File: src/source/addressPkg.sv
package addressPkg;

    // Data and address widths
    typedef logic [7:0] byteT;
    typedef logic [15:0] addressT;

    localparam int flagCount = 19;
    typedef logic [flagCount-1:0] controlFlags;

    // Flag bit positions with bit 16 left unused
    localparam int setAdhLow = 0;
    localparam int setAdlToData = 1;
    localparam int loadAbl = 2;
    localparam int loadAbh = 3;
    localparam int pcInc = 4;
    localparam int aluUseCarry = 5;
    localparam int setAdlToPcl = 6;
    localparam int setAdhToPch = 7;
    localparam int setDbToData = 8;
    localparam int setInputBToDb = 9;
    localparam int setSbToDb = 10;
    localparam int setAdlToAlu = 11;
    localparam int setAdhToSb = 12;
    localparam int setInputAToSb = 13;
    localparam int setSbToX = 14;
    localparam int setSbToY = 15;
    localparam int setSbToAlu = 17;
    localparam int aluAdd = 18;

    typedef enum logic [2:0] {
        modeImplied,
        modeImmediate,
        modeZeroPage,
        modeAbsolute,
        modeAbsoluteX,
        modeAbsoluteY
    } addrMode;

    typedef enum logic [2:0] {
        stateIdle,
        stateFetch,
        stateA0,
        stateA1,
        stateA2
    } seqState;

    // Supported opcodes
    localparam byteT opLdaImm = 8'hA9;
    localparam byteT opLdaZpg = 8'hA5;
    localparam byteT opLdaAbs = 8'hAD;
    localparam byteT opLdaAbsX = 8'hBD;
    localparam byteT opLdaAbsY = 8'hB9;
    localparam byteT opNop = 8'hEA;

    localparam addressT resetVector = 16'h0200;

endpackage

File: src/source/addressDatapath.sv
module addressDatapath (
    input  logic                    clk,
    input  logic                    reset,
    input  addressPkg::controlFlags flags,
    input  addressPkg::byteT        dataIn,
    input  addressPkg::addressT     pcNext,
    input  logic                    loadX,
    input  logic                    loadY,
    input  addressPkg::byteT        regValue,
    output addressPkg::addressT     address
);

    addressPkg::byteT xReg;
    addressPkg::byteT yReg;
    addressPkg::byteT dataBus;
    addressPkg::byteT specialBus;
    addressPkg::byteT adlBus;
    addressPkg::byteT adhBus;
    addressPkg::byteT aInput;
    addressPkg::byteT bInput;
    addressPkg::byteT bReg;
    addressPkg::byteT aluResult;
    addressPkg::byteT abl;
    addressPkg::byteT abh;
    logic carry;
    logic [8:0] sum;

    assign dataBus = flags[addressPkg::setDbToData] ? dataIn : 8'h00;

    always_comb begin
        if (flags[addressPkg::setSbToX]) begin
            specialBus = xReg;
        end else if (flags[addressPkg::setSbToY]) begin
            specialBus = yReg;
        end else if (flags[addressPkg::setSbToAlu]) begin
            specialBus = aluResult;
        end else if (flags[addressPkg::setSbToDb]) begin
            specialBus = dataBus;
        end else begin
            specialBus = 8'h00;
        end
    end

    always_comb begin
        if (flags[addressPkg::setAdlToData]) begin
            adlBus = dataIn;
        end else if (flags[addressPkg::setAdlToPcl]) begin
            adlBus = pcNext[7:0];
        end else if (flags[addressPkg::setAdlToAlu]) begin
            adlBus = aluResult;
        end else begin
            adlBus = 8'h00;
        end
    end

    // setAdhLow forces the zero page
    always_comb begin
        if (flags[addressPkg::setAdhLow]) begin
            adhBus = 8'h00;
        end else if (flags[addressPkg::setAdhToPch]) begin
            adhBus = pcNext[15:8];
        end else if (flags[addressPkg::setAdhToSb]) begin
            adhBus = specialBus;
        end else begin
            adhBus = 8'h00;
        end
    end

    assign aInput = flags[addressPkg::setInputAToSb] ? specialBus : 8'h00;
    // B latch is transparent while loading
    assign bInput = flags[addressPkg::setInputBToDb] ? dataBus : bReg;

    // Carry mode adds only the saved carry to B
    assign sum = flags[addressPkg::aluUseCarry] ? {1'b0, bInput} + {8'd0, carry}
                                                : {1'b0, aInput} + {1'b0, bInput};

    always_ff @(posedge clk) begin
        if (flags[addressPkg::setInputBToDb]) begin
            bReg <= dataBus;
        end
        if (flags[addressPkg::aluAdd]) begin
            aluResult <= sum[7:0];
            carry <= sum[8];
        end else if (flags[addressPkg::setInputBToDb]) begin
            aluResult <= bInput;
        end
    end

    always_ff @(posedge clk) begin
        if (reset) begin
            xReg <= 8'h00;
            yReg <= 8'h00;
            abl <= addressPkg::resetVector[7:0];
            abh <= addressPkg::resetVector[15:8];
        end else begin
            if (loadX) begin
                xReg <= regValue;
            end
            if (loadY) begin
                yReg <= regValue;
            end
            if (flags[addressPkg::loadAbl]) begin
                abl <= adlBus;
            end
            if (flags[addressPkg::loadAbh]) begin
                abh <= adhBus;
            end
        end
    end

    assign address = {abh, abl};

endmodule

File: src/source/addressUnit.sv
module addressUnit (
    input  logic                clk,
    input  logic                reset,
    input  logic                start,
    input  addressPkg::byteT    opCode,
    input  addressPkg::byteT    dataIn,
    input  logic                loadX,
    input  logic                loadY,
    input  addressPkg::byteT    regValue,
    input  logic                loadPc,
    input  addressPkg::addressT pcValue,
    output addressPkg::addressT address,
    output addressPkg::addressT pc,
    output logic                busy,
    output logic                done
);

    addressPkg::addrMode mode;
    addressPkg::addrMode latchedMode;
    addressPkg::seqState state;
    addressPkg::controlFlags flags;
    addressPkg::addressT pcNext;

    modeDecoder decoder (
        .opCode(opCode),
        .mode(mode)
    );

    modeSequencer sequencer (
        .clk(clk),
        .reset(reset),
        .start(start),
        .mode(mode),
        .state(state),
        .latchedMode(latchedMode),
        .busy(busy),
        .done(done)
    );

    addressingFlags flagTable (
        .state(state),
        .latchedMode(latchedMode),
        .flags(flags)
    );

    programCounter counter (
        .clk(clk),
        .reset(reset),
        .loadPc(loadPc),
        .pcValue(pcValue),
        .inc(flags[addressPkg::pcInc]),
        .pc(pc),
        .pcNext(pcNext)
    );

    addressDatapath datapath (
        .clk(clk),
        .reset(reset),
        .flags(flags),
        .dataIn(dataIn),
        .pcNext(pcNext),
        .loadX(loadX),
        .loadY(loadY),
        .regValue(regValue),
        .address(address)
    );

endmodule

File: src/source/addressingFlags.sv
module addressingFlags (
    input  addressPkg::seqState     state,
    input  addressPkg::addrMode     latchedMode,
    output addressPkg::controlFlags flags
);

    // AB picks up the current PC in every mode
    function automatic addressPkg::controlFlags fetchFlags();
        addressPkg::controlFlags f;
        f = '0;
        f[addressPkg::setAdlToPcl] = 1'b1;
        f[addressPkg::setAdhToPch] = 1'b1;
        f[addressPkg::loadAbl] = 1'b1;
        f[addressPkg::loadAbh] = 1'b1;
        return f;
    endfunction

    function automatic addressPkg::controlFlags immediateFlags(addressPkg::seqState s);
        addressPkg::controlFlags f;
        f = '0;
        if (s == addressPkg::stateA0) begin
            // Step past the operand while AB stays on it
            f[addressPkg::pcInc] = 1'b1;
        end
        return f;
    endfunction

    function automatic addressPkg::controlFlags zeroPageFlags(addressPkg::seqState s);
        addressPkg::controlFlags f;
        f = '0;
        if (s == addressPkg::stateA0) begin
            f[addressPkg::setAdhLow] = 1'b1;
            f[addressPkg::setAdlToData] = 1'b1;
            f[addressPkg::loadAbl] = 1'b1;
            f[addressPkg::loadAbh] = 1'b1;
            f[addressPkg::pcInc] = 1'b1;
        end
        return f;
    endfunction

    function automatic addressPkg::controlFlags absoluteFlags(addressPkg::seqState s);
        addressPkg::controlFlags f;
        f = '0;
        if (s == addressPkg::stateA0) begin
            // Point AB at the high byte
            f[addressPkg::pcInc] = 1'b1;
            f[addressPkg::setAdlToPcl] = 1'b1;
            f[addressPkg::setAdhToPch] = 1'b1;
            f[addressPkg::loadAbl] = 1'b1;
            f[addressPkg::loadAbh] = 1'b1;
            // Park low byte in the adder
            f[addressPkg::setDbToData] = 1'b1;
            f[addressPkg::setInputBToDb] = 1'b1;
        end else if (s == addressPkg::stateA1) begin
            f[addressPkg::pcInc] = 1'b1;
            f[addressPkg::setAdlToAlu] = 1'b1;
            f[addressPkg::loadAbl] = 1'b1;
            // High byte straight through DB and SB
            f[addressPkg::setDbToData] = 1'b1;
            f[addressPkg::setSbToDb] = 1'b1;
            f[addressPkg::setAdhToSb] = 1'b1;
            f[addressPkg::loadAbh] = 1'b1;
        end
        return f;
    endfunction

    // Absolute X and Y differ only in the register that indexFlag puts on SB
    function automatic addressPkg::controlFlags indexedFlags(addressPkg::seqState s,
                                                             int indexFlag);
        addressPkg::controlFlags f;
        f = '0;
        if (s == addressPkg::stateA0) begin
            f[addressPkg::pcInc] = 1'b1;
            f[addressPkg::setAdlToPcl] = 1'b1;
            f[addressPkg::setAdhToPch] = 1'b1;
            f[addressPkg::loadAbl] = 1'b1;
            f[addressPkg::loadAbh] = 1'b1;
            // Low byte plus index
            f[addressPkg::aluAdd] = 1'b1;
            f[addressPkg::setDbToData] = 1'b1;
            f[addressPkg::setInputBToDb] = 1'b1;
            f[indexFlag] = 1'b1;
            f[addressPkg::setInputAToSb] = 1'b1;
        end else if (s == addressPkg::stateA1) begin
            f[addressPkg::pcInc] = 1'b1;
            f[addressPkg::setAdlToAlu] = 1'b1;
            f[addressPkg::loadAbl] = 1'b1;
            // High byte plus carry only
            f[addressPkg::aluAdd] = 1'b1;
            f[addressPkg::aluUseCarry] = 1'b1;
            f[addressPkg::setDbToData] = 1'b1;
            f[addressPkg::setInputBToDb] = 1'b1;
        end else if (s == addressPkg::stateA2) begin
            f[addressPkg::setSbToAlu] = 1'b1;
            f[addressPkg::setAdhToSb] = 1'b1;
            f[addressPkg::loadAbh] = 1'b1;
        end
        return f;
    endfunction

    always_comb begin
        flags = '0;
        if (state == addressPkg::stateFetch) begin
            flags = fetchFlags();
        end else begin
            case (latchedMode)
                addressPkg::modeImmediate: flags = immediateFlags(state);
                addressPkg::modeZeroPage: flags = zeroPageFlags(state);
                addressPkg::modeAbsolute: flags = absoluteFlags(state);
                addressPkg::modeAbsoluteX: flags = indexedFlags(state, addressPkg::setSbToX);
                addressPkg::modeAbsoluteY: flags = indexedFlags(state, addressPkg::setSbToY);
                default: flags = '0;
            endcase
        end
    end

endmodule

File: src/source/modeDecoder.sv
module modeDecoder (
    input  addressPkg::byteT    opCode,
    output addressPkg::addrMode mode
);

    always_comb begin
        case (opCode)
            addressPkg::opLdaImm: begin
                mode = addressPkg::modeImmediate;
            end
            addressPkg::opLdaZpg: begin
                mode = addressPkg::modeZeroPage;
            end
            addressPkg::opLdaAbs: begin
                mode = addressPkg::modeAbsolute;
            end
            addressPkg::opLdaAbsX: begin
                mode = addressPkg::modeAbsoluteX;
            end
            addressPkg::opLdaAbsY: begin
                mode = addressPkg::modeAbsoluteY;
            end
            addressPkg::opNop: begin
                mode = addressPkg::modeImplied;
            end
            default: begin
                // Anything unknown runs as a one-cycle implied op
                mode = addressPkg::modeImplied;
            end
        endcase
    end

endmodule

File: src/source/modeSequencer.sv
module modeSequencer (
    input  logic                clk,
    input  logic                reset,
    input  logic                start,
    input  addressPkg::addrMode mode,
    output addressPkg::seqState state,
    output addressPkg::addrMode latchedMode,
    output logic                busy,
    output logic                done
);

    addressPkg::seqState nextState;

    always_comb begin
        nextState = state;
        case (state)
            addressPkg::stateIdle: begin
                if (start) begin
                    nextState = addressPkg::stateFetch;
                end
            end
            addressPkg::stateFetch: begin
                if (latchedMode == addressPkg::modeImplied) begin
                    nextState = addressPkg::stateIdle;
                end else begin
                    nextState = addressPkg::stateA0;
                end
            end
            addressPkg::stateA0: begin
                // One operand byte ends here
                if (latchedMode == addressPkg::modeImmediate ||
                    latchedMode == addressPkg::modeZeroPage) begin
                    nextState = addressPkg::stateIdle;
                end else begin
                    nextState = addressPkg::stateA1;
                end
            end
            addressPkg::stateA1: begin
                if (latchedMode == addressPkg::modeAbsolute) begin
                    nextState = addressPkg::stateIdle;
                end else begin
                    nextState = addressPkg::stateA2;
                end
            end
            default: begin
                nextState = addressPkg::stateIdle;
            end
        endcase
    end

    always_ff @(posedge clk) begin
        if (reset) begin
            state <= addressPkg::stateIdle;
            latchedMode <= addressPkg::modeImplied;
            done <= 1'b0;
        end else begin
            state <= nextState;
            if (state == addressPkg::stateIdle && start) begin
                latchedMode <= mode;
            end
            done <= (state != addressPkg::stateIdle) &&
                    (nextState == addressPkg::stateIdle);
        end
    end

    assign busy = (state != addressPkg::stateIdle);

endmodule

File: src/source/programCounter.sv
module programCounter (
    input  logic                clk,
    input  logic                reset,
    input  logic                loadPc,
    input  addressPkg::addressT pcValue,
    input  logic                inc,
    output addressPkg::addressT pc,
    output addressPkg::addressT pcNext
);

    // Incremented value is visible in the same cycle
    assign pcNext = inc ? pc + 16'd1 : pc;

    always_ff @(posedge clk) begin
        if (reset) begin
            pc <= addressPkg::resetVector;
        end else if (loadPc) begin
            pc <= pcValue;
        end else begin
            pc <= pcNext;
        end
    end

endmodule
File: config.mk
export PLATFORM = sky130hd
export DESIGN_NAME = addressUnit
export DESIGN_NICKNAME = d
export VERILOG_FILES = /design/src/source/addressPkg.sv /design/src/source/addressDatapath.sv /design/src/source/addressUnit.sv /design/src/source/addressingFlags.sv /design/src/source/modeDecoder.sv /design/src/source/modeSequencer.sv /design/src/source/programCounter.sv
export SDC_FILE = /design/constraint.sdc
export NUM_CORES = 1
export LEC_CHECK = 0
export BUFFER_PORTS_ARGS = -buffer_cell sky130_fd_sc_hd__buf_2
export CORE_MARGIN = 3
export CORE_UTILIZATION = 50
export DETAILED_ROUTE_END_ITERATION = 16
export PLACE_DENSITY_LB_ADDON = 0.05
export SLEW_MARGIN = 20
export SYNTH_ARGS = -nofsm -noshare
export SYNTH_HDL_FRONTEND = slang
export SYNTH_SLANG_ARGS = --single-unit
File: constraint.sdc
create_clock -name clk -period 3.2 [get_ports clk]
set_input_delay 0.64 -clock clk [delete_from_list [all_inputs] [get_ports clk]]
set_output_delay 0.64 -clock clk [all_outputs]
set_load 0.02 [all_outputs]
==> flow_summary_export.csv, run 1 <==
group,metric,value,unit
synthesis,synth_top_family_by_area,"simple AND/OR/NAND/NOR gates",
cells_and_area,multi_input_area,0.00224,mm²
synthesis,synth.largest_area_cell,"dfxtp_1",
critical_path,cp-end-kind,"register",
worst_hold_path,hp-start,"datapath.bReg[2]",
route,vias,3768,
critical_path,crit_type,"register to register",
sta,fmax,341,MHz
critical_path,cp_max_fo,7,
cells_and_area,area_growth,18.8,%
pwr,power.density_cell_area,419,mW/mm²
critical_path,reg2reg_depth,13,
synthesis,synth-seq-area-share,38.9,%
cells_and_area,final_common_cell,"buf_2",
die,core-area,0.00745,mm²
cells_and_area,fillCellCount,700,
route,vias_per_cell,5.98,
synthesis,syn_area_per_cell,8.85,µm²
sta,relSlewSlack,43.4,%
synthesis,yosys.area_share.adder,3.37,%
route,first_iter_violations,395,
worst_hold_path,hold_end,"datapath.bReg[2]",
synthesis,ys_seq_elements,72,
global_routing,grt_first_pass_wirelength,17700,µm
pwr,total_leakage_power,0.00188,µW
synthesis,ys_types,66,
clock_tree,clockBufferDepth,2,
global_routing,grt_max_degree,40,
pwr,total_power,1960,µW
cells_and_area,post_route_cells_drive_above_1_share,24.5,%
route,first_pass_iters,6,
cells_and_area,seq_area,0.00153,mm²
synthesis,muxShareOfSynthArea,8.32,%
placement,port_buffers,79,
sta,hold_viol,0,
cells_and_area,layout_common_cells,"buf_2 (79), dfxtp_1 (61), nor2_1 (55), nand2_1 (28), mux2i_1 (27)",
clock_tree,cts_hold_buf,0,
die,core.rowCount,31,
global_routing,grt.total_usage,25.4,%
synthesis,synth_edf_count,9,
synthesis,netlist_area,0.00394,mm²
die,start_util,52.9,%
critical_path,worstPathRequired,3300,ps
global_routing,grt_pass1_vias,3616,
placement,dpl.hpwl,8220,µm
critical_path,cp_cell_sequence,"nor2b_1 -> o21ai_1 -> inv_2 -> nand3_1 -> nand2_1 -> ha_1 -> inv_1 -> fa_1 -> nor2b_1 -> o21a_1 -> o21ai_0 -> a211oi_1 -> nand2_1",
sta,period_minus_slack,2940,ps
synthesis,synth_fp_nets,501,
global_routing,antenna_found_initial,0,
worst_hold_path,hp-class,"register to register",
clock_tree,tritoncts,"built",
sta,tns,0,ps
worst_hold_path,worstHoldPathCells,2,
pwr,ir_drop,0.303,mV
synthesis,synth_top_area_share,32.0,%
clock_tree,htree_levels,3,
die,die_w,94.8,µm
clock_tree,numCtsBuffers,9,
synthesis,synth_xor_area_share,3.78,%
critical_path,max_stage_delay,400,ps
sta,tightest_slew,843,ps
status,status,"finished, final reports clean",
cells_and_area,finish.utilization,62.8,%
synthesis,synthSimpleGateAreaFrac,20.9,%
die,io_pins,80,
placement,gp_congestion,0.934,
cells_and_area,nets,582,
die,die_area,0.00898,mm²
cells_and_area,n_antenna_cell,0,
route,ant_nets,0,
placement,placed_area,0.00447,mm²
synthesis,synthArstFlopShare,0,%
clock_tree,path_clk_slew,80,ps
die,fp.dieH,94.8,µm
clock_tree,cts_root_buf,"clkbuf_8",
synthesis,synth_compound_area_share,20.1,%
sta,rsz0062_at_grt,"false",
clock_tree,cts.sinks,72,
critical_path,startpoint_type,"register",
sta,period_share,91.7,%
synthesis,ys.flop_type,"dfxtp_1",
critical_path,r2r-end,"datapath.aluResult[6]",
synthesis,ys_warn_count,0,
critical_path,timing.rr.start,"sequencer.state[2]",
synthesis,yosys-top-cells-area,"dfxtp_1 (32%), mux2i_1 (7.1%), edfxtp_1 (6.9%), nor2_1 (5.2%), a211oi_1 (3.8%)",
route,drc,0,
route,wl,11000,µm
cells_and_area,fin_area,0.00468,mm²
route,wl_per_cell,17.5,µm
critical_path,ff2ff_setup_slack,260,ps
critical_path,slowest_stage,"fa_1",
sta,slew_violations,0,
critical_path,cp.arrival,3030,ps
synthesis,netlist_instances,445,
sta,setup_viol,0,
flow_run,drv_cap,0,
global_routing,overflow,0,
clock_tree,clkLatencyLatePin,350,ps
sta,clock_skew,12.9,ps
[registers in the layout, indices dropped and copies added, names as in the netlist, 3 cells and up]
signal,flops
datapath.aluResult,8
sequencer.state,3
datapath.abl,8
sequencer.latchedMode,3
counter.pc,16
datapath.bReg,8
datapath.xReg,8
datapath.abh,8
datapath.yReg,8
[kinds of logic after synthesis]
logic type / count (synthesis)
XOR/XNOR: 17
buffers and inverters: 44
adder cells (fa/ha/maj): 10
multiplexers: 32
flip-flops: 72
AO/OA/AOI/OAI: 109
AND/OR/NAND/NOR: 161
[power breakdown]
group	internal (µW)	switching, µW	leakage (µW)
Combinational	104	165	0.00118
Clock	359	344	0.0000872
Sequential	951	34.6	0.000612
Total	1410	544	0.00188
[synth_stat cells, types with 3 or more instances]
library cell / count
mux2i_1: 28
mux2_2: 3
nor2_1: 55
nor3_1: 16
a221o_1: 3
o21a_1: 4
buf_1: 3
a211oi_1: 20
or3_1: 3
buf_2: 9
inv_1: 17
nor2b_1: 4
nand3_1: 13
xor2_1: 5
dfxtp_1: 63
xnor2_1: 12
nor4_1: 7
nand2b_1: 6
a21oi_1: 19
o31a_1: 3
clkbuf_1: 12
o21ai_0: 14
nand4_1: 6
o22ai_1: 9
nand2_1: 28
edfxtp_1: 9
ha_1: 9
a222oi_1: 11
a31oi_1: 6
[critical path: cells and delay by family (launching register included)]
family                     cells  cell delay, ps
adders and majority gates      2             610
DFF                            1             360
buffers and inverters          2             250
AOI/OAI and AO/OA              4             740
and+or+nand+nor                5             720
[worst max path at each step]
stage | startpoint | to | slack, ps | cells after the start
after detailed placement | sequencer.latchedMode[1] | datapath.aluResult[6] | 190 | 10
after global routing | sequencer.state[2] | datapath.aluResult[6] | 1 | 13
after global placement | sequencer.latchedMode[1] | datapath.aluResult[6] | 310 | 10
final | sequencer.state[2] | datapath.aluResult[6] | 260 | 13
after CTS | sequencer.latchedMode[1] | datapath.aluResult[6] | 180 | 10
after floorplan | sequencer.state[1] | datapath.aluResult[5] | 250 | 11
[metal layers]
layer	share of wire (%)	global-route usage, %	vias to the layer above	routed length [µm]
met1	42	31.5	1793	4670
met3	6.8	5.98	19	752
met2	49	43.2	132	5380
met4	1.9	8.29	0	204
met5	0	0	-	0
li1	-	-	1824	-
[final cells by class]
cell class | instances | area share [%]
clock buffers | 11 | 2.81
clock inverters | 5 | 1.23
inverters | 19 | 1.52
multi-input cells | 329 | 48.0
flip-flops and latches | 72 | 32.8
well taps | 99 | 2.65
repair buffers | 95 | 11.0
[metrics by stage]
step / cells / worst slack [ps] / hold WS, ps
final: 630 / 265 / 479
after global routing: 630 / 1.44 / 517
after CTS: 630 / 177 / 481
after detailed placement: 614 / 194 / 457
after global placement: 614 / 315 / 445
after floorplan: 445 / 246 / 431
[repair_timing]
item                       in CTS  in global routing
resized for setup               0                  7
buffers inserted                0                  0
setup endpoints to repair       0                  4
Power figures use the tool's default switching activity.
==> inputs of run 2 (changes only) <==
Settings changed: CORE_MARGIN 3 to 4.
==> run 2 against run 1 <==
Combinational power about the same. Fmax about the same. Non-clock buffer count shrank 1. Critical path depth is 3 lower. Final cell count is 0.32% higher. Sequential cell count unchanged. Die area grew 4.3%. Register-to-register slack barely moved. Routed wire length is 2.4% lower. Sequential power barely moved.
==> flow_summary_export.csv, run 2 (synthesis results as in run 1) <==
group,metric,value,unit
cells_and_area,layout_common_cells,"buf_2 (79), dfxtp_1 (62), nor2_1 (55), nand2_1 (28), mux2i_1 (27)",
pwr,switchingPower,536,µW
cells_and_area,post_route_cells_drive_above_1_share,23.8,%
sta,relSlewSlack,49.2,%
clock_tree,clockBufferDepth,2,
sta,timing.hold.ws,472,ps
status,status,"finished, final reports clean",
global_routing,grt-busiest-layer,"met2",
die,die_area,0.00936,mm²
route,wl_per_cell,17.0,µm
worst_hold_path,hp-start,"datapath.bReg[0]",
sta,hold_viol,0,
sta,tns,0,ps
sta,slew_violations,0,
die,fp.dieH,96.8,µm
pwr,swShare,25.5,%
die,io_pins,80,
flow_run,drv_cap,0,
global_routing,grt_first_pass_wirelength,17500,µm
die,core-area,0.00769,mm²
critical_path,cp_max_fo,11,
clock_tree,clkLatencyLatePin,350,ps
worst_hold_path,hold_end,"datapath.bReg[0]",
critical_path,crit_type,"register to register",
global_routing,antenna_found_initial,0,
placement,port_buffers,79,
cells_and_area,final_cells,632,
pwr,ir_drop,0.246,mV
cells_and_area,largest_register_ffs,16,
route,first_pass_iters,6,
cells_and_area,n_antenna_cell,0,
sta,fmax,340,MHz
critical_path,ff2ff_setup_slack,260,ps
pwr,power.density_cell_area,446,mW/mm²
global_routing,grt_max_degree,33,
die,start_util,51.2,%
worst_hold_path,worstHoldPathCells,2,
placement,placed_area,0.00446,mm²
critical_path,timing.rr.start,"sequencer.latchedMode[2]",
global_routing,grt_pass1_vias,3530,
pwr,total_leakage_power,0.00190,µW
sta,period_share,91.8,%
global_routing,grt.total_usage,22.6,%
cells_and_area,final_common_cell,"buf_2",
placement,gp_congestion,0.930,
clock_tree,path_clk_slew,80,ps
sta,tightest_slew,756,ps
critical_path,cp-end-kind,"register",
critical_path,startpoint_type,"register",
cells_and_area,regMostFlops,"counter.pc",
placement,dpl.hpwl,8160,µm
route,first_iter_violations,317,
pwr,p_seq_share,46.9,%
pwr,p_int,1560,µW
critical_path,reg2reg_depth,10,
die,die_w,96.8,µm
sta,period_minus_slack,2940,ps
critical_path,cp.arrival,3040,ps
route,ant_nets,0,
global_routing,met1_usage,28.5,%
route,drc,0,
worst_hold_path,hp-class,"register to register",
pwr,combPwrFrac,12.7,%
placement,dp.cells,616,
cells_and_area,fin_area,0.00471,mm²
global_routing,overflow,0,
die,core.rowCount,32,
cells_and_area,area_growth,19.5,%
clock_tree,tritoncts,"built",
cells_and_area,nets,581,
critical_path,worstPathRequired,3300,ps
critical_path,r2r-end,"datapath.aluResult[6]",
route,vias,3699,
global_routing,grt_use_met2,38.2,%
clock_tree,cts_root_buf,"clkbuf_8",
sta,setup_viol,0,
sta,clock_skew,8.02,ps
pwr,total_power,2100,µW
sta,rsz0062_at_grt,"false",
clock_tree,htree_levels,3,
pwr,clockPowerShare,40.4,%
clock_tree,cts.sinks,72,
route,wl,10700,µm
global_routing,grtUsageMet3,5.26,%
clock_tree,numCtsBuffers,9,
cells_and_area,fillCellCount,727,
route,vias_per_cell,5.85,
## run 2: routing by layer
| layer | vias up | part of all wire [%] | routed length [µm] |
|---|---|---|---|
| met5 | - | 0 | 0 |
| met4 | 0 | 1.8 | 196 |
| met3 | 20 | 5.2 | 555 |
| met2 | 113 | 48 | 5200 |
| met1 | 1740 | 45 | 4790 |
| li1 | 1826 | - | - |
## run 2: final cells by class
type                    count  area, µm²  area share (%)
clock buffers              12        166            3.54
multi-input cells         329       2230            47.3
clock inverters             4       73.8            1.57
well taps                 102        128            2.71
repair buffers             94        508            10.8
inverters                  19       71.3            1.52
flip-flops and latches     72       1530            32.6
## run 2: worst max-delay path, stage by stage, from the launching register on
cell      delay, ps
dfxtp_2         430
nand2b_1        210
or3_1           520
nor2_1          210
inv_1            80
fa_1            450
nor2b_1         140
o21a_1          190
o21ai_0         120
a211oi_1        270
nand2_1          80
## run 2: how the worst max path moves through the flow
stage	from	end	slack, ps	depth (start not counted)
2_1_floorplan	sequencer.state[1]	datapath.aluResult[5]	250	11
3_3_place_gp	sequencer.latchedMode[2]	datapath.aluResult[5]	290	9
3_5_place_dp	sequencer.latchedMode[2]	datapath.aluResult[6]	160	10
4_1_cts	sequencer.latchedMode[2]	datapath.aluResult[6]	160	10
5_1_grt	sequencer.latchedMode[1]	datapath.aluResult[5]	9	10
6_report	sequencer.latchedMode[2]	datapath.aluResult[6]	260	10
## run 2: what timing repair did
action | CTS | global route
setup buffers | 0 | 0
hold buffers | 0 | 0
resized for setup | 0 | 2
setup endpoints to repair | 0 | 3
## run 2: power by group through the flow
stage	sequential (µW)	combinational [µW]	clock, µW
detailed placement	1000	267	0
finish	984	267	849
global route	989	292	901
CTS	984	267	862
global placement	1000	263	0
floorplan	1020	143	0
## run 2: through the flow
step	utilization [%]	setup WS (ps)
floorplan	-	246
global placement	58.0	293
detailed placement	58.0	162
CTS	61.2	155
global route	61.2	9.32
finish	61.2	262
